`src/verilog/det_defines.svh`:
```
// matrix limits, Q16.16 format, arithmetic latencies, status codes and pivot sentinel
`ifndef DET_DEFINES_SVH
`define DET_DEFINES_SVH

`define DET_MAX_DIM      32
`define DET_RAM_ADDR_W   10
`define DET_WORD_W       32
`define DET_BUS_ADDR_W   24
`define DET_FRAC_BITS    16
`define DET_ONE          32'h0001_0000
`define DET_PIVOT_FAIL   32'h8000_0000
`define DET_MUL_LATENCY  3
`define DET_DIV_LATENCY  49

// status codes returned on the command port
`define ST_READY    32'd0
`define ST_ACCEPT   32'd99
`define ST_LOADING  32'd1
`define ST_CALC     32'd2
`define ST_WAITING  32'd3

`endif

```
`src/verilog/detPkg.sv`:
```
// packed struct types for the command port, SDRAM master and matrix RAM ports
`default_nettype none

`include "det_defines.svh"

package detPkg;

    typedef struct packed {
        logic                   start;
        logic [`DET_WORD_W-1:0] dataa;  // byte base address
        logic [`DET_WORD_W-1:0] datab;  // dimension
    } cmdReq_t;

    typedef struct packed {
        logic                   done;
        logic [`DET_WORD_W-1:0] result;
    } cmdResp_t;

    typedef struct packed {
        logic                       read;
        logic [`DET_BUS_ADDR_W-1:0] address;
    } avmReq_t;

    typedef struct packed {
        logic [`DET_WORD_W-1:0] readdata;
        logic                   readdatavalid;
        logic                   waitrequest;
    } avmResp_t;

    typedef struct packed {
        logic                       en;
        logic [`DET_RAM_ADDR_W-1:0] addr;
        logic [`DET_WORD_W-1:0]     data;
    } ramWr_t;

    typedef struct packed {
        logic                       en;
        logic [`DET_RAM_ADDR_W-1:0] addr;
    } ramRd_t;

endpackage

`default_nettype wire

```
`src/verilog/sdramLoader.sv`:
```
// pipelined SDRAM read master streaming the row-major matrix into the matrix RAM
`timescale 1ns/1ps
`default_nettype none

`include "det_defines.svh"

module sdramLoader
    import detPkg::*;
(
    input  logic                       clk,
    input  logic                       arstN,
    input  logic                       loadGo,
    input  logic [`DET_BUS_ADDR_W-1:0] baseAddr,
    input  logic [5:0]                 dimension,
    output avmReq_t                    avm,
    input  avmResp_t                   avmRsp,
    output ramWr_t                     loadWr,
    output logic                       loadDone
);

    logic [10:0] total;   // dimension squared, up to 1024
    logic [10:0] reqCnt;  // requests accepted by the slave
    logic [10:0] wrCnt;   // words returned
    logic        active;
    logic        lastWr;

    assign total = 11'(dimension) * 11'(dimension);

    always_ff @(posedge clk or negedge arstN) begin
        if (!arstN) begin
            avm      <= '0;
            loadWr   <= '0;
            reqCnt   <= '0;
            wrCnt    <= '0;
            active   <= 1'b0;
            lastWr   <= 1'b0;
            loadDone <= 1'b0;
        end else begin
            loadWr.en <= 1'b0;
            lastWr    <= 1'b0;
            loadDone  <= lastWr;  // one cycle after the final RAM write
            if (loadGo) begin
                avm.read    <= 1'b1;
                avm.address <= baseAddr;
                reqCnt      <= '0;
                wrCnt       <= '0;
                active      <= 1'b1;
            end else begin
                // request side, held by waitrequest
                if (avm.read && !avmRsp.waitrequest) begin
                    avm.address <= avm.address + 24'd4;
                    reqCnt      <= reqCnt + 11'd1;
                    if (reqCnt == total - 11'd1) begin
                        avm.read <= 1'b0;
                    end
                end
                // return side, words arrive in order
                if (active && avmRsp.readdatavalid) begin
                    loadWr.en   <= 1'b1;
                    loadWr.addr <= wrCnt[`DET_RAM_ADDR_W-1:0];
                    loadWr.data <= avmRsp.readdata;
                    wrCnt       <= wrCnt + 11'd1;
                    if (wrCnt == total - 11'd1) begin
                        active <= 1'b0;
                        lastWr <= 1'b1;
                    end
                end
            end
        end
    end

endmodule

`default_nettype wire
```
`config.mk`:
```
export PLATFORM = sky130hd
export DESIGN_NAME = sdramLoader
export DESIGN_NICKNAME = d
export VERILOG_FILES = /design/src/verilog/detPkg.sv /design/src/verilog/sdramLoader.sv
export VERILOG_INCLUDE_DIRS = /design/src /design/src/verilog
export SDC_FILE = /design/constraint.sdc
export NUM_CORES = 1
export LEC_CHECK = 0
export BUFFER_PORTS_ARGS = -buffer_cell sky130_fd_sc_hd__buf_2
export CORE_MARGIN = 4
export CORE_UTILIZATION = 45
export CTS_CLUSTER_DIAMETER = 50
export CTS_CLUSTER_SIZE = 14
export DETAILED_ROUTE_END_ITERATION = 8
export PLACE_DENSITY = 0.76
export SETUP_SLACK_MARGIN = 0.15
export SLEW_MARGIN = 5
export SYNTH_ARGS = -nofsm -noshare
export SYNTH_HDL_FRONTEND = slang
export SYNTH_SLANG_ARGS = --single-unit
```
`constraint.sdc`:
```
create_clock -name clk -period 2.3 [get_ports clk]
set_input_delay 0.69 -clock clk [delete_from_list [all_inputs] [get_ports clk]]
set_output_delay 0.69 -clock clk [all_outputs]
set_load 0.005 [all_outputs]
```
==> reports/results.txt, run 1 <==
status = finished, violations left
violated checks = setup timing
Setup WS post-layout = -2030 ps
Initial Util = 0.469
average size of a mapped cell = 9.04 um2
Die Area = 13900 um2
Yosys top cell area share = 0.427
fin crit share = 1.88
asr flop ratio synth = 1.00
R2R Setup Slk = -40 ps
Hold Crit Class = in2async
final slew viol count = 0
Critical Path Source Type = primary input
Max H-tree Level = 3
total global routing overflow = 0
Synth area leaders = dfrtp_1, nand2_1, xor2_1
crit end category = register
dpl ws = -2570 ps
largest net degree at the start of global routing = 68
global-route wire length before repair = 23700 um
Syn Nets = 700
row cnt = 39
distinct cell type count after synthesis = 53
DP Area = 6690 um2
Slew HR = 0.582
Max Root-Sink Buffers = 2
Syn Std Cell Area = 5440 um2
DRT Wirelength = 14000 um
number of global-route vias before repair = 4989
via/cell ratio = 5.21
Sw Ratio = 0.320
Critical Path RT = 2510 ps
n_diodes = 0
f_max = 0.231 GHz
Final GP Congestion = 0.901
fin area = 7280 um2
I/O pins = 136
simple-gate area share of the yosys netlist = 0.229
sequential fraction of the synthesis area = 0.427
Syn. warnings = 0
worst vdd ir = 371 uV
xor/xnor share of the synthesized area = 0.0981
GRT Total Usage = 0.204
DP HPWL = 10800 um
Yosys reg bits = 93
mux cell area share after synthesis = 0.0455
Fin Setup TNS = -5660 ps
Final Util = 0.627
number of CTS-inserted buffers = 9
RSZ-0062 raised after global routing = true
DIE HEIGHT = 118 um
Nets = 880
Clock power frac = 0.270
reg-to-reg endpoint = avm[24]$_DFFE_PN0P_
Setup Viol. Count Final = 3
number of synthesized flops with an enable pin = 0
power per cell area = 801 nW/um2
worst slew pin tran = 627 ps
# DRC = 0
post-DR wirelength/cell = 15.1 um
P_int = 3.96 mW
Min Clock Period, post-route = 4330 ps
Root Buffer = clkbuf_16
R2R depth = 6
CTS clk-pin slew, worst paths = 60 ps
Routed Antenna Nets = 0
Clock Skew = 9.71 ps
P_sw = 1.86 mW
routed via count = 4846
origin of the critical flop-to-flop path = reqCnt[1]$_DFFE_PN0P_
CP max FO = 3
Comb pwr share = 0.410
Primary FF master, synth = dfrtp_1
TritonRoute pass-1 iters = 4
Iter 0 DRT Violations = 269
clock latency on the worst-skew pair = 340 ps
Post-Synth Adder-Cell Area = 0.0864
crit path DAT = 4540 ps
Yosys top cell by area = dfrtp_1
Final Hold Viols = 0
Area Growth Syn to Fin = 33.7%
I/O Buffers = 135
Core ar. = 11600 um2
Leakage = 3.67 nW
Synth Instances = 602
initial antenna violation count = 0
CTS tree = done
Synth Area in Compound Gates = 0.0683
total of max-cap violations = 0
combinational family with the most area after synthesis = simple AND/OR/NAND/NOR gates
Flop pwr share = 0.319
die width = 118 um
Setup CP Type = in2reg
share of cells above drive strength 1 = 0.341
CTS Sinks = 93
-- power groups by stage --
stage / Sequential [mW] / Combinational (mW) / Clock, mW
after CTS: 1.86 / 2.19 / 1.62
after floorplan: 1.90 / 1.16 / 0
after detailed placement: 1.89 / 2.01 / 0
final: 1.86 / 2.39 / 1.57
after global placement: 1.88 / 1.96 / 0
after global routing: 1.88 / 2.62 / 1.70
-- per-stage QoR --
step / cells / hold WS [ps] / total power, mW
detailed placement: 910 / 346 / 3.89
global placement: 910 / 341 / 3.84
global route: 930 / 310 / 6.19
CTS: 929 / 297 / 5.67
finish: 930 / 293 / 5.83
floorplan: 602 / 331 / 3.05
-- logic make-up (layout without fill, tap and decap cells) --
group | after synthesis | after routing
flops | 93 | 93
fa+ha+maj | 31 | 31
simple gates | 271 | 271
compound gates | 60 | 60
mux | 23 | 23
other cells | 1 | 1
xor+xnor | 61 | 61
buf+inv | 62 | 247
-- cell usage in the layout, fill, tap and decap left out, types with 5 or more instances in the layout --
cell type / n
mux2i_1: 8
and4_1: 5
nand3_1: 13
nand4_1: 17
ha_4: 5
nor3_1: 7
ha_1: 15
xnor2_1: 23
buf_4: 66
and2_1: 7
nor2_1: 38
mux2_2: 14
o21ai_0: 26
clkbuf_16: 9
a21oi_1: 10
inv_1: 23
nand2_1: 149
fa_1: 10
dfrtp_1: 93
xor2_1: 34
buf_2: 131
-- metal layers --
| metal | vias up | GRT usage | routed length, um | share of wire |
|---|---|---|---|---|
| met4 | 0 | 0.0520 | 150 | 0.011 |
| met5 | - | 0 | 0 | 0 |
| met2 | 125 | 0.355 | 7210 | 0.51 |
| li1 | 2347 | - | - | - |
| met1 | 2356 | 0.257 | 6050 | 0.43 |
| met3 | 18 | 0.0471 | 620 | 0.044 |
-- cell type report --
type                       instances  area [um2]
clock buffer                      10         239
clock inverter                     6        86.3
fill                             980        4340
inverter                          28         108
multi-input combinational        447        3100
sequential                        93        2330
tap                              143         179
timing repair buffer             203        1230
-- timing repair --
action                     4_1_cts  5_1_grt
hold endpoints to repair         0        0
setup endpoints to repair        3        3
pin swaps                       12       10
hold buffers                     0        0
buffers inserted                 3        1
gates resized for setup         20       19
-- synthesized netlist by cell type (2+ instances only) --
master,instances
a211oi_1,3
nand3_1,13
o21ai_0,27
nand4_1,17
mux2i_1,9
clkbuf_1,27
nor2_1,38
mux2_2,14
inv_1,27
fa_1,11
a31oi_1,2
xnor2_1,24
nand2_1,152
buf_2,3
or3_1,3
and4_1,5
o31ai_1,3
and3_1,5
a41oi_1,2
and2_1,7
nand2b_1,2
nor3b_1,6
buf_1,3
ha_1,20
dfrtp_1,93
nor3_1,7
nor4b_1,4
a21o_1,3
or2_2,2
a21oi_1,10
and4b_1,2
xor2_1,37
-- critical path, stage by stage --
cell and delay, ps:
buf_2 110, nand2_2 70, inv_2 50, fa_1 510, inv_2 50, fa_1 460
fa_2 560, inv_2 40, ha_4 260, ha_4 190, a21o_1 200, mux2i_1 150
nand4_1 100, a311o_1 290, or4_1 500, o32a_1 300
-- worst max-delay path by stage --
stage | startpoint | to | slack [ps] | depth (start not counted)
detailed placement | dimension[1] | avm[24]$_DFFE_PN0P_ | -2570 | 16
global route | dimension[5] | avm[24]$_DFFE_PN0P_ | -2120 | 16
floorplan | dimension[1] | avm[24]$_DFFE_PN0P_ | -2560 | 17
finish | dimension[2] | avm[24]$_DFFE_PN0P_ | -2030 | 16
global placement | dimension[1] | avm[24]$_DFFE_PN0P_ | -2450 | 16
CTS | dimension[1] | avm[24]$_DFFE_PN0P_ | -2020 | 16
-- state kept, by name, indices dropped and copies added (netlist names) --
name	flops
loadWr	43
avm	25
reqCnt	11
wrCnt	11
active	1
lastWr	1
loadDone	1
Power figures use the tool's default switching activity.
==> run 2: changes to the inputs <==
--- a/config.mk
+++ b/config.mk
@@ -9,6 +9,7 @@
 export BUFFER_PORTS_ARGS = -buffer_cell sky130_fd_sc_hd__buf_2
 export CORE_MARGIN = 4
 export CORE_UTILIZATION = 45
+export CTS_BUF_LIST = sky130_fd_sc_hd__clkbuf_8
 export CTS_CLUSTER_DIAMETER = 50
 export CTS_CLUSTER_SIZE = 14
 export DETAILED_ROUTE_END_ITERATION = 8
==> constraint.sdc (replaced) <==
create_clock -name clk -period 2.3 [get_ports clk]
set_input_delay 0.69 -clock clk [delete_from_list [all_inputs] [get_ports clk]]
set_output_delay 0.69 -clock clk [all_outputs]
set_load 0.1 [all_outputs]
==> run 2 against run 1 <==
Against the previous run:
- the flow still finishes with violations (setup timing)
- critical path depth unchanged
- largest power group unchanged
- hold slack worse by 21 ps
- routed wire length increased by 1.2%
- utilization fell by 1.0 points
- setup slack got worse by 100 ps
==> reports/results.txt, run 2 (same netlist as run 1, synthesis figures left out) <==
status = finished, violations left
violated checks = setup timing
dpl ws = -2570 ps
share of cells above drive strength 1 = 0.347
n_diodes = 0
Iter 0 DRT Violations = 291
Critical Path Source Type = primary input
fin crit share = 1.93
largest net degree at the start of global routing = 68
DP HPWL = 10800 um
dpl cells = 911
I/O Buffers = 135
initial antenna violation count = 0
DIE HEIGHT = 118 um
Root Buffer = clkbuf_8
fillers = 987
Die Area = 13900 um2
Regs by FF count = loadWr: 43 flops, avm: 25 flops
crit path cell chain = buf_8 -> nand2_4 -> inv_2 -> fa_1 -> inv_2 -> fa_1 -> fa_1 -> inv_2 -> ha_4 -> ha_4 -> xnor2_4 -> mux2i_1 -> nand4_1 -> a311o_1 -> or4_4 -> o32a_1
die width = 118 um
number of CTS-inserted buffers = 9
Core ar. = 11600 um2
Largest Register = loadWr
Min Clock Period, post-route = 4430 ps
Slew HR = 0.575
worst vdd ir = 627 uV
crit end category = register
commonest non-fill, non-tap cells in the layout = nand2_1, buf_2, dfrtp_1
DRT Wirelength = 14200 um
Initial Util = 0.469
Critical Path RT = 2530 ps
Max Root-Sink Buffers = 2
f_max = 0.226 GHz
Area Growth Syn to Fin = 31.5%
R2R Setup Slk = -100 ps
most common cell after layout, fill and taps aside = nand2_1
Final Hold Viols = 0
CP max FO = 2
crit path DAT = 4670 ps
Nets = 886
CTS tree = done
Hold Buf Count CTS = 0
total of max-cap violations = 0
Max H-tree Level = 3
Total Power = 6.24 mW
Hold Slack = 272 ps
Post-Layout Cell Count = 936
final slew viol count = 0
TritonRoute pass-1 iters = 4
routed via count = 4908
post-DR wirelength/cell = 15.2 um
Fin Setup TNS = -6080 ps
I/O pins = 136
Routed Antenna Nets = 0
max reg flops = 43
Setup Viol. Count Final = 3
Buf/Inv on CP = 4
Final GP Congestion = 0.937
row cnt = 39
CTS Sinks = 93
Leakage = 3.63 nW
global-route wire length before repair = 24000 um
Worst path max stage delay = 560 ps
total global routing overflow = 0
worst slew pin tran = 637 ps
RSZ-0062 raised after global routing = true
Clock Skew = 16.8 ps
GRT Total Usage = 0.206
Slowest cell on crit path = fa_1
CTS clk-pin slew, worst paths = 90 ps
number of global-route vias before repair = 5149
Hold Crit Class = in2async
cell class contributing the biggest share of worst-path delay = adder cells
Setup WS post-layout = -2130 ps
clock latency on the worst-skew pair = 370 ps
# DRC = 0
Setup CP Type = in2reg
power per cell area = 871 nW/um2
via/cell ratio = 5.24
## run 2: cell types whose count changed in the layout (fill, tap and decap cells not counted), sizes merged
| cell | change |
|---|---|
| buf | +6 |
| inv | +2 |
| bufinv | -1 |
| clkinv | -1 |
## run 2: metrics by stage
step / cell area (um2) / util
after CTS: 7100 / 0.611
after detailed placement: 6730 / 0.580
final: 7160 / 0.616
after global routing: 7160 / 0.616
after floorplan: 5530 / -
after global placement: 6730 / 0.580
## run 2: worst paths after layout
kind	from	to	cells after the start
max	dimension[1]	avm[24]$_DFFE_PN0P_	16
min	arstN	avm[13]$_DFFE_PN0P_	1
max reg2reg	reqCnt[1]$_DFFE_PN0P_	avm[24]$_DFFE_PN0P_	6
min reg2reg	lastWr$_DFF_PN0_	loadDone$_DFF_PN0_	0
max in group asynchronous	arstN	avm[4]$_DFFE_PN0P_	2
min in group clk	lastWr$_DFF_PN0_	loadDone$_DFF_PN0_	0
## run 2: power by group
part           leakage, nW  switching, mW  internal, mW
registers             1.18         0.0951          1.77
clock network        0.103          0.597         0.540
logic                 2.35           2.05          1.19
## run 2: worst reg2reg max path, stage by stage (launching register included)
cell	delay (ps)
dfrtp_1	380
or4b_1	520
o31ai_1	100
nand4_1	140
a311o_1	340
or4_4	500
o32a_1	300
## run 2: final cells by class
cell class / count / area [um2] / share of cell area
Multi-Input combinational cell: 447 / 3020 / 0.421
Sequential cell: 93 / 2340 / 0.327
Timing Repair Buffer: 209 / 1310 / 0.183
Tap cell: 143 / 179 / 0.0250
Clock buffer: 10 / 138 / 0.0192
Inverter: 28 / 105 / 0.0147
Clock inverter: 6 / 68.8 / 0.00962
## run 2: layer usage
metal	global-route usage	wire (um)
met5	0	0
met4	0.0667	292
met3	0.0442	848
met2	0.354	7160
met1	0.259	5900
## run 2: timing repair
| item | in CTS | in global routing |
|---|---|---|
| gates resized for setup | 18 | 7 |
| pin swaps | 12 | 5 |
| setup endpoints to repair | 3 | 3 |
| setup buffers | 8 | 1 |
