--- src/verilog/det_defines.svh ---
// matrix limits, Q16.16 format, arithmetic latencies, status codes and pivot sentinel
`ifndef DET_DEFINES_SVH
`define DET_DEFINES_SVH

`define DET_MAX_DIM      32
`define DET_RAM_ADDR_W   10
`define DET_WORD_W       32
`define DET_BUS_ADDR_W   24
`define DET_FRAC_BITS    16
`define DET_ONE          32'h0001_0000
`define DET_PIVOT_FAIL   32'h8000_0000
`define DET_MUL_LATENCY  3
`define DET_DIV_LATENCY  49

// status codes returned on the command port
`define ST_READY    32'd0
`define ST_ACCEPT   32'd99
`define ST_LOADING  32'd1
`define ST_CALC     32'd2
`define ST_WAITING  32'd3

`endif

--- src/verilog/detPkg.sv ---
// packed struct types for the command port, SDRAM master and matrix RAM ports
`default_nettype none

`include "det_defines.svh"

package detPkg;

    typedef struct packed {
        logic                   start;
        logic [`DET_WORD_W-1:0] dataa;  // byte base address
        logic [`DET_WORD_W-1:0] datab;  // dimension
    } cmdReq_t;

    typedef struct packed {
        logic                   done;
        logic [`DET_WORD_W-1:0] result;
    } cmdResp_t;

    typedef struct packed {
        logic                       read;
        logic [`DET_BUS_ADDR_W-1:0] address;
    } avmReq_t;

    typedef struct packed {
        logic [`DET_WORD_W-1:0] readdata;
        logic                   readdatavalid;
        logic                   waitrequest;
    } avmResp_t;

    typedef struct packed {
        logic                       en;
        logic [`DET_RAM_ADDR_W-1:0] addr;
        logic [`DET_WORD_W-1:0]     data;
    } ramWr_t;

    typedef struct packed {
        logic                       en;
        logic [`DET_RAM_ADDR_W-1:0] addr;
    } ramRd_t;

endpackage

`default_nettype wire

--- src/verilog/fixDiv.sv ---
// sequential restoring Q16.16 divider, one quotient bit per cycle
`timescale 1ns/1ps
`default_nettype none

`include "det_defines.svh"

module fixDiv (
    input  logic                   clk,
    input  logic                   arstN,
    input  logic                   start,
    input  logic [`DET_WORD_W-1:0] num,
    input  logic [`DET_WORD_W-1:0] den,
    output logic [`DET_WORD_W-1:0] q,
    output logic                   valid
);

    localparam int DvdW = `DET_WORD_W + `DET_FRAC_BITS;

    logic [5:0]             bitCnt;
    logic [DvdW-1:0]        dvd;      // dividend out at the top, quotient in at the bottom
    logic [`DET_WORD_W-1:0] rem;
    logic [`DET_WORD_W-1:0] divisor;
    logic                   neg;
    logic [`DET_WORD_W:0]   remShift;
    logic [`DET_WORD_W:0]   diff;
    logic                   qBit;
    logic [DvdW-1:0]        dvdNext;

    assign remShift = {rem, dvd[DvdW-1]};
    assign diff     = remShift - {1'b0, divisor};
    assign qBit     = !diff[`DET_WORD_W];  // no borrow
    assign dvdNext  = {dvd[DvdW-2:0], qBit};

    always_ff @(posedge clk or negedge arstN) begin
        if (!arstN) begin
            bitCnt <= '0;
            valid  <= 1'b0;
        end else begin
            valid <= 1'b0;
            if (start) begin
                bitCnt <= 6'(`DET_DIV_LATENCY - 1);
            end else if (bitCnt != 6'd0) begin
                bitCnt <= bitCnt - 6'd1;
                valid  <= (bitCnt == 6'd1);
            end
        end
    end

    always_ff @(posedge clk) begin
        if (start) begin
            dvd     <= {(num[`DET_WORD_W-1] ? -num : num), {`DET_FRAC_BITS{1'b0}}};
            rem     <= '0;
            divisor <= den[`DET_WORD_W-1] ? -den : den;
            neg     <= num[`DET_WORD_W-1] ^ den[`DET_WORD_W-1];
        end else if (bitCnt != 6'd0) begin
            dvd <= dvdNext;
            rem <= qBit ? diff[`DET_WORD_W-1:0] : remShift[`DET_WORD_W-1:0];
            if (bitCnt == 6'd1) begin
                // magnitude quotient, sign restored, truncated toward zero
                q <= neg ? -dvdNext[`DET_WORD_W-1:0] : dvdNext[`DET_WORD_W-1:0];
            end
        end
    end

endmodule

`default_nettype wire

--- src/verilog/fixMul.sv ---
// three-stage signed Q16.16 multiplier
`timescale 1ns/1ps
`default_nettype none

`include "det_defines.svh"

module fixMul (
    input  logic                   clk,
    input  logic                   arstN,
    input  logic [`DET_WORD_W-1:0] a,
    input  logic [`DET_WORD_W-1:0] b,
    output logic [`DET_WORD_W-1:0] p
);

    logic signed [`DET_WORD_W-1:0]   aR;
    logic signed [`DET_WORD_W-1:0]   bR;
    logic signed [2*`DET_WORD_W-1:0] prod;
    logic signed [2*`DET_WORD_W-1:0] prodShift;

    assign prodShift = prod >>> `DET_FRAC_BITS;  // keeps the sign

    always_ff @(posedge clk or negedge arstN) begin
        if (!arstN) begin
            aR   <= '0;
            bR   <= '0;
            prod <= '0;
            p    <= '0;
        end else begin
            aR   <= a;
            bR   <= b;
            prod <= aR * bR;
            p    <= prodShift[`DET_WORD_W-1:0];
        end
    end

endmodule

`default_nettype wire

--- src/verilog/luEngine.sv ---
// Doolittle LU sequencer with row base table, zero-pivot abort and diagonal product
`timescale 1ns/1ps
`default_nettype none

`include "det_defines.svh"

module luEngine
    import detPkg::*;
(
    input  logic                   clk,
    input  logic                   arstN,
    input  logic                   loadDone,
    input  logic [5:0]             dimension,
    output ramRd_t                 calcRd,
    input  logic [`DET_WORD_W-1:0] ramData,
    output ramWr_t                 calcWr,
    output logic                   calcDone,
    output logic [`DET_WORD_W-1:0] det
);

    typedef enum logic [3:0] {
        sIdle, sInit, sElem, sGetAij, sPLoop, sRdB, sMul, sMulWait,
        sFinish, sPivot, sDivWait, sNext, sDiag, sDiagMul, sDiagWait
    } state_t;

    state_t                     state;
    logic [`DET_RAM_ADDR_W-1:0] rowBase [0:`DET_MAX_DIM-1];
    logic [`DET_RAM_ADDR_W-1:0] baseAcc;
    logic [5:0]                 i, j, p, k;
    logic [2:0]                 waitCnt;
    logic [`DET_WORD_W-1:0]     acc;  // running a[i][j]
    logic [`DET_WORD_W-1:0]     aip;
    logic [`DET_WORD_W-1:0]     mulA, mulP, divQ;
    logic                       divStart, divValid;
    logic                       below;
    logic [5:0]                 pLim;
    logic [5:0]                 last;

    assign below    = (j < i);          // L part, needs the pivot divide
    assign pLim     = below ? j : i;
    assign last     = dimension - 6'd1;
    assign mulA     = (state == sDiagMul) ? det : aip;
    assign divStart = (state == sPivot) && (ramData != '0);

    always_comb begin
        calcRd.en   = 1'b0;
        calcRd.addr = rowBase[i[4:0]] + 10'(j);  // a[i][j]
        case (state)
            sElem: calcRd.en = 1'b1;
            sPLoop: begin
                calcRd.en   = (p < pLim);
                calcRd.addr = rowBase[i[4:0]] + 10'(p);
            end
            sRdB: begin
                calcRd.en   = 1'b1;
                calcRd.addr = rowBase[p[4:0]] + 10'(j);
            end
            sFinish: begin
                calcRd.en   = below;  // pivot a[j][j]
                calcRd.addr = rowBase[j[4:0]] + 10'(j);
            end
            sDiag: begin
                calcRd.en   = (k != dimension);
                calcRd.addr = rowBase[k[4:0]] + 10'(k);
            end
            default: ;
        endcase
    end

    assign calcWr.en   = ((state == sFinish) && !below) || ((state == sDivWait) && divValid);
    assign calcWr.addr = rowBase[i[4:0]] + 10'(j);
    assign calcWr.data = below ? divQ : acc;

    // row base table, one entry per cycle after the load
    always_ff @(posedge clk) begin
        if (state == sInit) begin
            rowBase[i[4:0]] <= baseAcc;
        end
    end

    always_ff @(posedge clk or negedge arstN) begin
        if (!arstN) begin
            state    <= sIdle;
            i        <= '0;
            j        <= '0;
            p        <= '0;
            k        <= '0;
            baseAcc  <= '0;
            waitCnt  <= '0;
            acc      <= '0;
            aip      <= '0;
            det      <= '0;
            calcDone <= 1'b0;
        end else begin
            calcDone <= 1'b0;
            case (state)
                sIdle: begin
                    if (loadDone) begin
                        i       <= '0;
                        baseAcc <= '0;
                        state   <= sInit;
                    end
                end
                sInit: begin
                    baseAcc <= baseAcc + 10'(dimension);
                    if (i == last) begin
                        i     <= '0;
                        j     <= '0;
                        state <= sElem;
                    end else begin
                        i <= i + 6'd1;
                    end
                end
                sElem: state <= sGetAij;
                sGetAij: begin
                    acc   <= ramData;
                    p     <= '0;
                    state <= sPLoop;
                end
                sPLoop: state <= (p < pLim) ? sRdB : sFinish;
                sRdB: begin
                    aip   <= ramData;
                    state <= sMul;
                end
                sMul: begin  // a[p][j] on ramData into the multiplier
                    waitCnt <= 3'(`DET_MUL_LATENCY - 1);
                    state   <= sMulWait;
                end
                sMulWait: begin
                    if (waitCnt == 3'd0) begin
                        acc   <= acc - mulP;
                        p     <= p + 6'd1;
                        state <= sPLoop;
                    end else begin
                        waitCnt <= waitCnt - 3'd1;
                    end
                end
                sFinish: state <= below ? sPivot : sNext;
                sPivot: begin
                    if (ramData == '0) begin
                        det      <= `DET_PIVOT_FAIL;
                        calcDone <= 1'b1;
                        state    <= sIdle;
                    end else begin
                        state <= sDivWait;
                    end
                end
                sDivWait: if (divValid) state <= sNext;
                sNext: begin
                    if (j == last) begin
                        j <= '0;
                        if (i == last) begin
                            k     <= '0;
                            det   <= `DET_ONE;
                            state <= sDiag;
                        end else begin
                            i     <= i + 6'd1;
                            state <= sElem;
                        end
                    end else begin
                        j     <= j + 6'd1;
                        state <= sElem;
                    end
                end
                sDiag: begin
                    if (k == dimension) begin
                        calcDone <= 1'b1;
                        state    <= sIdle;
                    end else begin
                        state <= sDiagMul;
                    end
                end
                sDiagMul: begin
                    waitCnt <= 3'(`DET_MUL_LATENCY - 1);
                    state   <= sDiagWait;
                end
                sDiagWait: begin
                    if (waitCnt == 3'd0) begin
                        det   <= mulP;
                        k     <= k + 6'd1;
                        state <= sDiag;
                    end else begin
                        waitCnt <= waitCnt - 3'd1;
                    end
                end
                default: state <= sIdle;
            endcase
        end
    end

    fixMul mul0 (
        .clk   (clk),
        .arstN (arstN),
        .a     (mulA),
        .b     (ramData),
        .p     (mulP)
    );

    fixDiv div0 (
        .clk   (clk),
        .arstN (arstN),
        .start (divStart),
        .num   (acc),
        .den   (ramData),
        .q     (divQ),
        .valid (divValid)
    );

endmodule

`default_nettype wire

--- config.mk ---
export PLATFORM = sky130hd
export DESIGN_NAME = luEngine
export DESIGN_NICKNAME = d
export VERILOG_FILES = /design/src/verilog/detPkg.sv /design/src/verilog/fixDiv.sv /design/src/verilog/fixMul.sv /design/src/verilog/luEngine.sv
export VERILOG_INCLUDE_DIRS = /design/src /design/src/verilog
export SDC_FILE = /design/constraint.sdc
export NUM_CORES = 2
export LEC_CHECK = 0
export BUFFER_PORTS_ARGS = -buffer_cell sky130_fd_sc_hd__buf_2
export CAP_MARGIN = 25
export CORE_MARGIN = 5
export CORE_UTILIZATION = 30
export CTS_BUF_LIST = sky130_fd_sc_hd__clkbuf_4 sky130_fd_sc_hd__clkbuf_8
export DETAILED_ROUTE_END_ITERATION = 10
export HOLD_SLACK_MARGIN = 0.08
export PLACE_DENSITY = 0.46
export SLEW_MARGIN = 20
export SYNTH_ARGS = -nofsm -noshare
export SYNTH_HDL_FRONTEND = slang
export SYNTH_HIERARCHICAL = 1
export SYNTH_SLANG_ARGS = --single-unit
--- constraint.sdc ---
create_clock -name clk -period 9.5 [get_ports clk]
set_clock_uncertainty 0.05 [all_clocks]
set_input_delay 2.85 -clock clk [delete_from_list [all_inputs] [get_ports clk]]
set_output_delay 2.85 -clock clk [all_outputs]
set_load 0.03 [all_outputs]
==> impl_metrics.ini <==
[synthesis]
synth_nets = 7684
synthCells = 6517
synth-seq-cells = 738
synth_edf_count = 417
yosys_warnings = 6
avgSynthCellArea_um2 = 11.0
synth_area_um2 = 71700
post_synth_num_cell_types = 107
yosysSeqAreaShare_pct = 28.3
synthTopCellsByCount = 913 x inv_1, 845 x fa_1, 772 x nand2_1
async_flop_share_pct = 37.0
synth_top_area_share_pct = 23.6
synth_ff_type = edfxtp_1
yosysMostFrequentCell = inv_1
synth_area_leaders = fa_1 24%, edfxtp_1 17%, mux4_2 10%, dfrtp_1 9.5%, ha_1 4.9%
synth.largest_area_cell = fa_1

[placed_design]
globalplace.congestion = 0.942
dp_hpwl_um = 188000
io_buffers = 127

[route]
drt_iter0_markers = 4302
viasPerCell = 5.20
drtPass1Iterations = 6
drc = 0
wl_per_cell_um = 25.4
via_count = 51182
drtAntennaViolNets = 0
detail_route.wirelength_um = 250000

[sta]
finalSetupViolCount = 0
setup_tns_ps = 0
tightestPinTransition_ps = 1110
finalMaxSlewViolations = 0
fin_crit_ps = 8770
finalCritPeriodShare_pct = 92.3
rsz0062_at_grt = no
relSlewSlack_pct = 25.3
hold_violations = 0
max_freq_mhz = 114

[clock_tree]
cts_made_buffers = 121
cts_sinks = 738
htreeDepth = 3
cts.path.max_buffers = 3
ctsHoldBuffers = 0
clock-root-buffer = clkbuf_8
clock_latency_ps = 850
post_cts_resize_count = 0
postCtsSetupRepairBufs = 0
clkSlewWorstSetupHoldPaths_ps = 80
cts_tree = done

[worst_setup_path]
cp.depth = 16
critPathKind = flip-flop to primary output
r2r-start = mul0/bR[2]
cp-end-kind = primary output
cpMaxStageDelayCell = dfrtp_4
critical-path-top-delay-family = compound AO/OA/AOI/OAI gates
cp_cell_sequence = buf_4 > mux4_2 > a32oi_1 > and4_1 > inv_1 > ha_1 > a21o_1 > a21oi_1 > o21ai_0 > a21o_1 > a21oi_1 > nand2b_1 > xnor2_1 > a22oi_1 > o221ai_1 > buf_2
cp-start-kind = flip-flop
reg2regPathDepth = 25
critPathLaunch = i[0]
required_ps = 6600
cp_num_buf_inv = 3
arrival_ps = 5870
crit_fanout = 30
cpPeakStageDelay_ps = 950

[die]
start_util_pct = 30.1
die_y_um = 499
rows = 179
die_area_um2 = 249000
core_um2 = 238000
die_w_um = 499
io_pins = 128

[global_routing]
antenna_found_initial = 10
grt_pass1_wl_um = 370000
grt_max_degree = 105
grt-ovfl-total = 0
track_usage_pct = 19.9
grt_pass1_vias = 53451

[layout]
area_delta_synth_final_pct = 10.5
final_nets = 7740
drive_gt1_share_pct = 16.5

[hold_path]
hp-class = flip-flop to flip-flop
hold_path_depth = 0
holdCritStartpoint = mul0/prod[32]

[run_status]
status = finished, final reports clean

[run]
maxCapViolations = 0
-- through the flow --
step / setup WS, ps / area (um^2) / instances / hold WS [ps] / utilization [%]
after floorplan: 1090 / 71700 / 6517 / 281 / -
after global placement: 1500 / 76200 / 9606 / 282 / 32.0
after detailed placement: 1440 / 76300 / 9615 / 286 / 32.1
after CTS: 778 / 79200 / 9842 / 295 / 33.3
after global routing: 433 / 79200 / 9844 / 300 / 33.3
final: 733 / 79300 / 9845 / 291 / 33.3
-- flip-flops by register name, summed over array words and instances (netlist names), 32 cells and up --
| signal | cells |
|---|---|
| mul0/prod | 32 |
| div0/divisor | 32 |
| div0/dvd | 48 |
| mul0/p | 32 |
| aip | 32 |
| rowBase | 320 |
| div0/rem | 32 |
| det | 32 |
| mul0/bR | 32 |
| acc | 32 |
| mul0/aR | 32 |
| div0/q | 32 |
-- worst paths after layout --
kind | slack (ps) | end
worst max-delay path | 730 | calcRd[7]
worst min-delay path | 290 | mul0/p[16]
worst max register to register | 1360 | mul0/prod[42]
worst min register to register | 290 | mul0/p[16]
max in group asynchronous | 5760 | j[0]
min in group asynchronous | 1990 | div0/bitCnt[3]
-- worst register-to-register path: cells and delay by family, from the launching register on --
family          cells  cell delay [ps]
flops               1              860
fa+ha+maj           9             3800
buf+inv             6              610
compound gates      8             2430
simple gates        1              130
xor+xnor            1              130
-- final cells by class --
class                      instances  area (um^2)
timing repair buffer             302         2040
antenna                            1         2.50
multi-input combinational       4495        46500
clock inverter                    50          696
clock buffer                     177         2220
tap                             3167         3960
fill                           24144       159000
sequential                       738        20400
inverter                         915         3430
-- routing by layer --
layer | wire length [um] | GRT usage, % | vias to the layer above | part of all wire, %
li1 | - | - | 22027 | -
met1 | 106000 | 26.5 | 27109 | 42
met2 | 121000 | 33.4 | 1631 | 48
met3 | 13100 | 2.69 | 405 | 5.2
met4 | 9900 | 6.85 | 10 | 4.0
met5 | 71 | 0 | - | 0.028
-- placed cells by master (no fill, tap or decap), types with 27 or more instances in the layout --
| master | count |
|---|---|
| inv_1 | 913 |
| nor2_2 | 29 |
| a21oi_1 | 160 |
| o31ai_1 | 30 |
| nand2b_1 | 39 |
| o22ai_1 | 27 |
| ha_1 | 281 |
| a21o_1 | 60 |
| mux4_2 | 330 |
| nor2b_1 | 41 |
| nand3_1 | 85 |
| edfxtp_1 | 417 |
| fa_1 | 845 |
| dfxtp_1 | 48 |
| clkbuf_4 | 34 |
| mux2_2 | 125 |
| nand4_1 | 36 |
| mux2i_1 | 71 |
| clkbuf_8 | 143 |
| xor2_1 | 63 |
| xnor2_1 | 213 |
| nand2_1 | 772 |
| nor3_1 | 48 |
| buf_4 | 163 |
| o21ai_0 | 176 |
| and2_1 | 466 |
| dfrtp_1 | 248 |
| nor2_1 | 168 |
| buf_2 | 127 |
| a211oi_1 | 36 |
-- logic make-up (layout without fill, tap and decap cells) --
kind of cell | after synthesis | after routing | synth area share, %
other | 0 | 1 | 0
AND/OR/NAND/NOR | 1819 | 1819 | 12.5
buffers and inverters | 1284 | 1444 | 7.00
AO/OA/AOI/OAI | 745 | 745 | 6.91
adder cells (fa/ha/maj) | 1126 | 1126 | 28.5
multiplexers | 526 | 526 | 13.3
XOR/XNOR | 279 | 279 | 3.44
flip-flops | 738 | 738 | 28.3
Power is not shown: default switching activity piles up to over one toggle a cycle in this logic, so the estimate is an artifact.
