## src/verilog/det_defines.svh

```systemverilog
// matrix limits, Q16.16 format, arithmetic latencies, status codes and pivot sentinel
`ifndef DET_DEFINES_SVH
`define DET_DEFINES_SVH

`define DET_MAX_DIM      32
`define DET_RAM_ADDR_W   10
`define DET_WORD_W       32
`define DET_BUS_ADDR_W   24
`define DET_FRAC_BITS    16
`define DET_ONE          32'h0001_0000
`define DET_PIVOT_FAIL   32'h8000_0000
`define DET_MUL_LATENCY  3
`define DET_DIV_LATENCY  49

// status codes returned on the command port
`define ST_READY    32'd0
`define ST_ACCEPT   32'd99
`define ST_LOADING  32'd1
`define ST_CALC     32'd2
`define ST_WAITING  32'd3

`endif

```

## src/verilog/detPkg.sv

```systemverilog
// packed struct types for the command port, SDRAM master and matrix RAM ports
`default_nettype none

`include "det_defines.svh"

package detPkg;

    typedef struct packed {
        logic                   start;
        logic [`DET_WORD_W-1:0] dataa;  // byte base address
        logic [`DET_WORD_W-1:0] datab;  // dimension
    } cmdReq_t;

    typedef struct packed {
        logic                   done;
        logic [`DET_WORD_W-1:0] result;
    } cmdResp_t;

    typedef struct packed {
        logic                       read;
        logic [`DET_BUS_ADDR_W-1:0] address;
    } avmReq_t;

    typedef struct packed {
        logic [`DET_WORD_W-1:0] readdata;
        logic                   readdatavalid;
        logic                   waitrequest;
    } avmResp_t;

    typedef struct packed {
        logic                       en;
        logic [`DET_RAM_ADDR_W-1:0] addr;
        logic [`DET_WORD_W-1:0]     data;
    } ramWr_t;

    typedef struct packed {
        logic                       en;
        logic [`DET_RAM_ADDR_W-1:0] addr;
    } ramRd_t;

endpackage

`default_nettype wire

```

## src/verilog/cmdCtrl.sv

```systemverilog
// command port stage machine with status codes, interrupt and result register
`timescale 1ns/1ps
`default_nettype none

`include "det_defines.svh"

module cmdCtrl
    import detPkg::*;
(
    input  logic                       clk,
    input  logic                       arstN,
    input  cmdReq_t                    cmd,
    output cmdResp_t                   resp,
    output logic                       loadGo,
    output logic [`DET_BUS_ADDR_W-1:0] baseAddr,
    output logic [5:0]                 dimension,
    input  logic                       loadDone,
    input  logic                       calcDone,
    input  logic [`DET_WORD_W-1:0]     det,
    input  logic                       resultRead,
    output logic [`DET_WORD_W-1:0]     resultReadData,
    output logic                       irq
);

    typedef enum logic [1:0] {sIdle, sLoading, sCalc, sWaiting} stage_t;

    stage_t                 stage;
    logic                   validDim;
    logic                   accept;
    logic [`DET_WORD_W-1:0] code;
    logic [`DET_WORD_W-1:0] resultReg;

    assign validDim = (cmd.datab >= 32'd2) && (cmd.datab <= `DET_MAX_DIM);
    assign accept   = cmd.start && validDim && (stage == sIdle);

    always_comb begin
        case (stage)
            sIdle:    code = validDim ? `ST_ACCEPT : `ST_READY;
            sLoading: code = `ST_LOADING;
            sCalc:    code = `ST_CALC;
            default:  code = `ST_WAITING;
        endcase
    end

    always_ff @(posedge clk or negedge arstN) begin
        if (!arstN) begin
            stage  <= sIdle;
            resp   <= '0;
            loadGo <= 1'b0;
            irq    <= 1'b0;
        end else begin
            resp.done   <= cmd.start;
            resp.result <= cmd.start ? code : '0;
            loadGo      <= accept;
            case (stage)
                sIdle:    if (accept) stage <= sLoading;
                sLoading: if (loadDone) stage <= sCalc;
                sCalc: begin
                    if (calcDone) begin
                        irq   <= 1'b1;
                        stage <= sWaiting;
                    end
                end
                default: begin
                    if (resultRead) begin  // service read releases the unit
                        irq   <= 1'b0;
                        stage <= sIdle;
                    end
                end
            endcase
        end
    end

    always_ff @(posedge clk) begin
        if (accept) begin
            baseAddr  <= cmd.dataa[`DET_BUS_ADDR_W-1:0];
            dimension <= cmd.datab[5:0];
        end
        if (stage == sCalc && calcDone) resultReg <= det;
        if (stage == sWaiting && resultRead) resultReadData <= resultReg;
    end

endmodule

`default_nettype wire

```

## config.mk

```make
export PLATFORM = sky130hd
export DESIGN_NAME = cmdCtrl
export DESIGN_NICKNAME = d
export VERILOG_FILES = /design/src/verilog/detPkg.sv /design/src/verilog/cmdCtrl.sv
export VERILOG_INCLUDE_DIRS = /design/src /design/src/verilog
export SDC_FILE = /design/constraint.sdc
export NUM_CORES = 1
export LEC_CHECK = 0
export BUFFER_PORTS_ARGS = -buffer_cell sky130_fd_sc_hd__buf_2
export CORE_MARGIN = 8
export CORE_UTILIZATION = 39
export DETAILED_ROUTE_END_ITERATION = 8
export GPL_TIMING_DRIVEN = 0
export PLACE_DENSITY_LB_ADDON = 0.08
export SETUP_SLACK_MARGIN = 0.5
export SYNTH_ARGS = -nofsm -noshare
export SYNTH_HDL_FRONTEND = slang
export SYNTH_SLANG_ARGS = --single-unit
```

## constraint.sdc

```tcl
create_clock -name clk -period 2.3 [get_ports clk]
set_clock_uncertainty 0.2 [all_clocks]
set_input_delay 0.115 -clock clk [delete_from_list [all_inputs] [get_ports clk]]
set_output_delay 0.115 -clock clk [all_outputs]
set_load 0.1 [all_outputs]
```

==> run_results.csv, run 1 <==
group,metric,value,unit
timing,slew_headroom,0.657,
power,irDropWorstVdd,372,µV
synth,syn_area,3550,µm²
worst_setup_path,required,2.34,ns
global_routing,grt-ovfl-total,0,
synth,synth_seq_cells,102,
worst_setup_path,crit_path_start_kind,"register",
drt,vias_per_cell,4.28,
power,power_density,967,nW/µm²
worst_setup_path,crit_type,"register to register",
worst_setup_path,worstPathMaxFanout,3,
cts,insertion_delay,0.36,ns
synth,yosysTopAreaCell,"edfxtp_1",
drt,first_pass_iters,5,
die,start_util,0.393,
layout,fin_area,5680,µm²
cts,htree_levels,3,
die,die_h,111,µm
global_routing,grt_pass1_wl,14.8,mm
layout,drive_gt1_frac,0.527,
global_routing,grt_pass1_vias,2745,
layout,seq_area,3020,µm²
synth,ys_types,27,
drt,wl_per_cell,17.8,µm
synth,synth_edf_count,94,
power,power.switching,2.13,mW
layout,n_antenna_cell,0,
layout,multi_input_area,513,µm²
power,report.power.total,5.50,mW
run_status,status,"finished, final reports clean",
timing,worst_pin_slew,0.518,ns
power,power_frac_clock,0.216,
global_routing,grt_max_degree,33,
synth,synth_seq_area_share,0.852,
synth,ys.flop_type,"edfxtp_1",
synth,synthCells,171,
timing,hold_viol,0,
placed_design,place_congestion,0.742,
cts,cts_buffers,9,
synth,syn_avg_cell_area,20.8,µm²
timing,period_needed,2.11,ns
job,maxCapViolations,0,
synth,yosysMostFrequentCell,"edfxtp_1",
synth,synth_top_area_share,0.795,
die,dieArea,12400,µm²
cts,cts-root-buf,"clkbuf_8",
power,p_seq_frac,0.434,
layout,nFillCells,701,
global_routing,antenna_found_initial,0,
die,rows,35,
timing,setup_viol,0,
timing,rsz0062_at_grt,"true",
worst_hold_path,min_path_type,"input port to register",
cts,clkTransAtPathRegs,0.10,ns
cts,clk_path_buf_depth,2,
timing,tns,0,ns
power,intPower,3.37,mW
synth,ys.warnings.count,0,
timing,slew_violations,0,
drt,drt_iter0_drc,101,
layout,layout.nets,560,
power,power.share.switching,0.387,
die,die_x,111,µm
timing,period_share,0.918,
global_routing,track_usage,0.154,
synth,async_flop_share,0.0784,
placed_design,hpwlAfterDp,6.35,mm
synth,synth_commonest_cells,"edfxtp_1, buf_4, dfrtp_1",
die,coreArea,9020,µm²
timing,fmax,474,MHz
drt,ant_nets,0,
cts,cts_sinks,102,
power,combPwrFrac,0.350,
drt,vias,2438,
power,p_leak,2.44,nW
placed_design,io_buffers,162,
worst_setup_path,setup.worst_path.end_class,"register",
drt,route.detailed.drc,0,
drt,routed_wl,10.2,mm
layout,syn2layout_area_growth,60.1,%
die,ios,199,
worst_setup_path,critical_path_arrival,2.16,ns
placed_design,place_area,4610,µm²
synth,synth_area_leaders,"edfxtp_1, buf_4, dfrtp_1",
cts,cts_tree,"yes",
[layout make-up]
cell class                      instances  area share
Buffer                                 29      0.0383
Clock buffer                            9      0.0218
Clock inverter                          7      0.0158
Inverter                                4     0.00264
Multi-Input combinational cell         69      0.0902
Sequential cell                       102       0.532
Tap cell                              111      0.0244
Timing Repair Buffer                  239       0.275
[power groups by stage]
stage          registers [mW]  clock network (mW)  logic [mW]
6_report                 2.39                1.19        1.92
5_1_grt                  2.41                1.31        2.00
4_1_cts                  2.39                1.22        1.82
3_5_place_dp             2.44                   0        1.60
3_3_place_gp             2.43                   0        1.59
2_1_floorplan            3.19                   0       0.545
[critical path, stage by stage, from the launching register on]
cell	delay, ns
dfrtp_1	0.40
inv_2	0.09
ha_4	0.14
nor4b_4	0.19
nand3_2	0.12
nor4b_4	0.29
buf_4	0.18
a31oi_4	0.09
mux2_4	0.31
[registers in the layout, indices dropped and copies added (netlist names)]
signal,cells
stage,2
loadGo,1
resp,4
resultReadData,32
resultReg,32
baseAddr,24
dimension,6
irq,1
[placed cells by master (no fill, tap or decap), drive strengths merged, types with 2 or more instances in the layout]
cell	count
buf	200
edfxtp	94
dlygate4sd3	68
conb	28
clkbuf	9
and2	9
dfrtp	8
inv	7
nor4	6
nor2	4
ha	4
nor4b	2
o31a	2
a21oi	2
clkinv	2
[stage by stage]
| stage | instances | setup WS, ns | util | hold slack, ns |
|---|---|---|---|---|
| floorplan | 198 | 0.0657 | - | -0.381 |
| global placement | 471 | -0.193 | 0.511 | -0.230 |
| detailed placement | 471 | -0.214 | 0.511 | -0.231 |
| CTS | 566 | 0.157 | 0.624 | 0.0421 |
| global route | 570 | 0.100 | 0.630 | 0.0293 |
| finish | 570 | 0.189 | 0.630 | 0.0532 |
[final timing paths]
| path | startpoint | endpoint | slack, ns | cells past startpoint |
|---|---|---|---|---|
| hold reg to reg | resultReg[18] | resultReadData[18] | 0.22 | 0 |
| min in group asynchronous | arstN | irq | 0.56 | 3 |
| setup reg to reg | stage[0] | stage[1] | 0.19 | 8 |
| max in group asynchronous | arstN | stage[1] | 1.06 | 3 |
| setup / recovery | stage[0] | stage[1] | 0.19 | 8 |
| hold / removal | cmd[64] | baseAddr[9] | 0.05 | 2 |
[cells by family (layout without fill, tap and decap cells)]
group / after synthesis / in the layout / share of synthesized area
mux: 2 / 2 / 0.00705
flops: 102 / 102 / 0.852
buf+inv: 33 / 288 / 0.0656
compound gates: 7 / 7 / 0.0166
simple gates: 22 / 28 / 0.0441
other cells: 1 / 28 / 0.00106
fa+ha+maj: 4 / 4 / 0.0141
[routing by layer]
layer	track usage	share of wire
met4	0.0507	0.011
met3	0.0957	0.12
met2	0.260	0.50
met5	0	0
met1	0.152	0.36
[repair_timing]
item | 4_1_cts | 5_1_grt
cloned | 3 | 3
resized for setup | 10 | 7
setup buffers | 8 | 1
hold buffers | 68 | 0
pin swaps | 4 | 6
hold endpoints to repair | 75 | 0
endpoints found under the setup margin | 100 | 71
(Power assumes the default switching activity.)
==> run 2, diff against run 1 <==
ABC_AREA = 1   (was default)
CORE_UTILIZATION = 40   (was 39)
RECOVER_POWER = 100   (was default)
==> run 2 against run 1 <==
Against the previous run:
- setup slack improved by 0.081 ns
- largest cell class unchanged
- wire length shrank 8.5%
- area after synthesis grew 1.8%
- largest power group unchanged
- core utilization is 3.0 points higher
- design area rose by 1.2%
- cell count is 7.7% higher
- synthesized cell count rose by 19%
==> run_results.csv, run 2 <==
group,metric,value,unit
run_status,status,"finished, final reports clean",
drt,routed_wl,9.29,mm
timing,tns,0,ns
timing,worst_pin_slew,1.23,ns
timing,setup_viol,0,
power,report.power.total,3.64,mW
power,p_seq_frac,0.553,
synth,synth_edf_count,94,
synth,ys.flop_type,"edfxtp_1",
layout,final_cell_mix,"edfxtp_1, buf_2, clkbuf_1, dlygate4sd3_1, buf_4",
synth,synth_area_leaders,"edfxtp_1, buf_4, dfrtp_1",
global_routing,grt_max_degree,20,
layout,reg.largest.list,"resultReadData x32, resultReg x32, baseAddr x24",
drt,ant_nets,0,
synth,async_flop_share,0.0784,
layout,stdcell_count,614,
timing,period_needed,2.03,ns
timing,slew_headroom,0.182,
worst_setup_path,setup.worst_path.end_class,"register",
drt,first_pass_iters,4,
synth,ys.warnings.count,0,
global_routing,antenna_found_initial,1,
cts,cts_buffers,9,
timing,setup_ws,0.271,ns
timing,period_share,0.882,
power,irDropWorstVdd,332,µV
die,start_util,0.414,
die,die_x,111,µm
drt,wl_per_cell,15.1,µm
timing,fmax,493,MHz
synth,synth_seq_cells,102,
synth,synth_seq_area_share,0.837,
global_routing,grt-ovfl-total,0,
global_routing,grt_pass1_wl,14.1,mm
cts,cts-root-buf,"clkbuf_8",
worst_setup_path,crit_path_top_delay_cell,"dfrtp_1",
power,p_leak,2.32,nW
drt,route.detailed.drc,0,
worst_hold_path,min_from,"cmd[22]",
timing,hold_ws,0.0520,ns
die,coreArea,8720,µm²
worst_setup_path,crit_type,"register to register",
die,die_h,111,µm
job,maxCapViolations,0,
placed_design,place_area,4680,µm²
worst_setup_path,crit_path_max_incr_delay,0.42,ns
placed_design,io_buffers,162,
power,intPower,2.72,mW
worst_setup_path,rrSetupSlack,0.27,ns
worst_setup_path,crit_top_cell,"nor2_4",
layout,utilization,0.660,
synth,yosysTopAreaCell,"edfxtp_1",
worst_setup_path,required,2.20,ns
timing,rsz0062_at_grt,"true",
placed_design,hpwlAfterDp,6.09,mm
global_routing,grt_pass1_vias,2797,
synth,synth_commonest_cells,"edfxtp_1, buf_4, nand2_1",
die,rows,34,
worst_hold_path,min_to,"resp[1]",
die,ios,199,
placed_design,dp.cells,501,
synth,synth_top_area_share,0.781,
worst_hold_path,min_path_type,"input port to register",
worst_setup_path,worstPathMaxFanout,5,
placed_design,place_ws,0.0187,ns
cts,clk_path_buf_depth,2,
worst_setup_path,crit_path_start_kind,"register",
cts,cts_tree,"yes",
placed_design,place_congestion,0.773,
drt,vias,2511,
worst_setup_path,r2r_cells,9,
layout,syn2layout_area_growth,59.3,%
layout,drive_gt1_frac,0.341,
layout,nFillCells,674,
synth,yosysMostFrequentCell,"edfxtp_1",
power,power_density,633,nW/µm²
timing,hold_viol,0,
synth,synthCells,204,
layout,layout.nets,606,
synth,syn_area,3610,µm²
worst_hold_path,hold_depth,8,
global_routing,track_usage,0.147,
layout,final_common_cell,"edfxtp_1",
worst_setup_path,critical_path_arrival,1.93,ns
worst_setup_path,crit_chain,"inv_1 > ha_1 > nand2_4 > nor2_4 > nand3_1 > nor2_4 > nand3_4 > clkinvlp_2 > buf_6",
power,combPwrFrac,0.121,
timing,slew_violations,0,
worst_setup_path,rr_endpoint,"baseAddr[6]",
worst_setup_path,r2r-start,"stage[0]",
synth,ys_types,21,
layout,fin_area,5750,µm²
drt,vias_per_cell,4.09,
die,dieArea,12300,µm²
power,power_frac_clock,0.326,
cts,insertion_delay,0.36,ns
synth,syn_avg_cell_area,17.7,µm²
cts,cts_sinks,102,
power,power.share.switching,0.253,
cts,clkTransAtPathRegs,0.11,ns
cts,htree_levels,3,
power,power.switching,0.923,mW
drt,drt_iter0_drc,118,
## run 2: cell types whose count changed in the layout (fill, tap and decap cells not counted), sizes merged, moves of 3 or more
cell and delta:
nor4 -6, dlygate4sd3 +3, clkinvlp +5, buf -69
nand3 +3, and2 -8, nor2 +15, nand2 +19
clkbuf +82, inv +9
## run 2: cell type report
cell class | count | area [µm²] | share of cell area
flip-flops and latches | 102 | 3020 | 0.526
repair buffers | 255 | 1620 | 0.282
multi-input cells | 84 | 453 | 0.0787
plain buffers | 29 | 218 | 0.0378
well taps | 108 | 135 | 0.0235
clock buffers | 9 | 124 | 0.0215
clock inverters | 7 | 92.6 | 0.0161
inverters | 16 | 66.3 | 0.0115
repair inverters | 3 | 17.5 | 0.00304
diodes | 1 | 2.50 | 0.000435
## run 2: power by group through the flow
stage / registers (mW) / clock network (mW) / logic (mW)
after floorplan: 2.06 / 0 / 0.247
after global placement: 2.05 / 0 / 0.336
after detailed placement: 2.05 / 0 / 0.339
after CTS: 2.01 / 1.23 / 0.437
after global routing: 2.01 / 1.30 / 0.465
final: 2.01 / 1.19 / 0.442
## run 2: worst max path at each step
stage	to	slack, ns	start
CTS	dimension[4]	0.34	stage[0]
floorplan	baseAddr[0]	0.32	stage[0]
finish	baseAddr[6]	0.27	stage[0]
detailed placement	baseAddr[18]	0.02	stage[0]
global route	baseAddr[6]	0.15	stage[0]
global placement	baseAddr[18]	0.07	stage[0]
## run 2: critical path, delay by kind of cell, from the launching register on
kind	cells	cell delay, ns
adder cells (fa/ha/maj)	1	0.21
buffers and inverters	3	0.42
flip-flops	1	0.42
AND/OR/NAND/NOR	5	0.50
## run 2: cells by family (layout without fill, tap and decap cells)
kind of cell / after synthesis / in the layout / share of synthesized area
DFF: 102 / 102 / 0.837
and+or+nand+nor: 47 / 47 / 0.0620
buffers and inverters: 45 / 319 / 0.0769
AOI/OAI and AO/OA: 5 / 5 / 0.00935
adders and majority gates: 4 / 4 / 0.0139
other: 1 / 29 / 0.00104
## run 2: timing repair
action / 4_1_cts / 5_1_grt
endpoints found under the hold margin: 77 / 0
buffers inserted: 16 / 5
resized for setup: 13 / 11
hold buffers: 71 / 0
gates cloned: 3 / 1
pin swaps: 0 / 6
setup endpoints to repair: 96 / 35
## run 2: metal layers
layer / share of wire / track usage / up-vias
met4: 0.021 / 0.0667 / 0
li1: - / - / 1254
met5: 0 / 0 / -
met2: 0.53 / 0.271 / 107
met1: 0.38 / 0.148 / 1135
met3: 0.066 / 0.0460 / 15
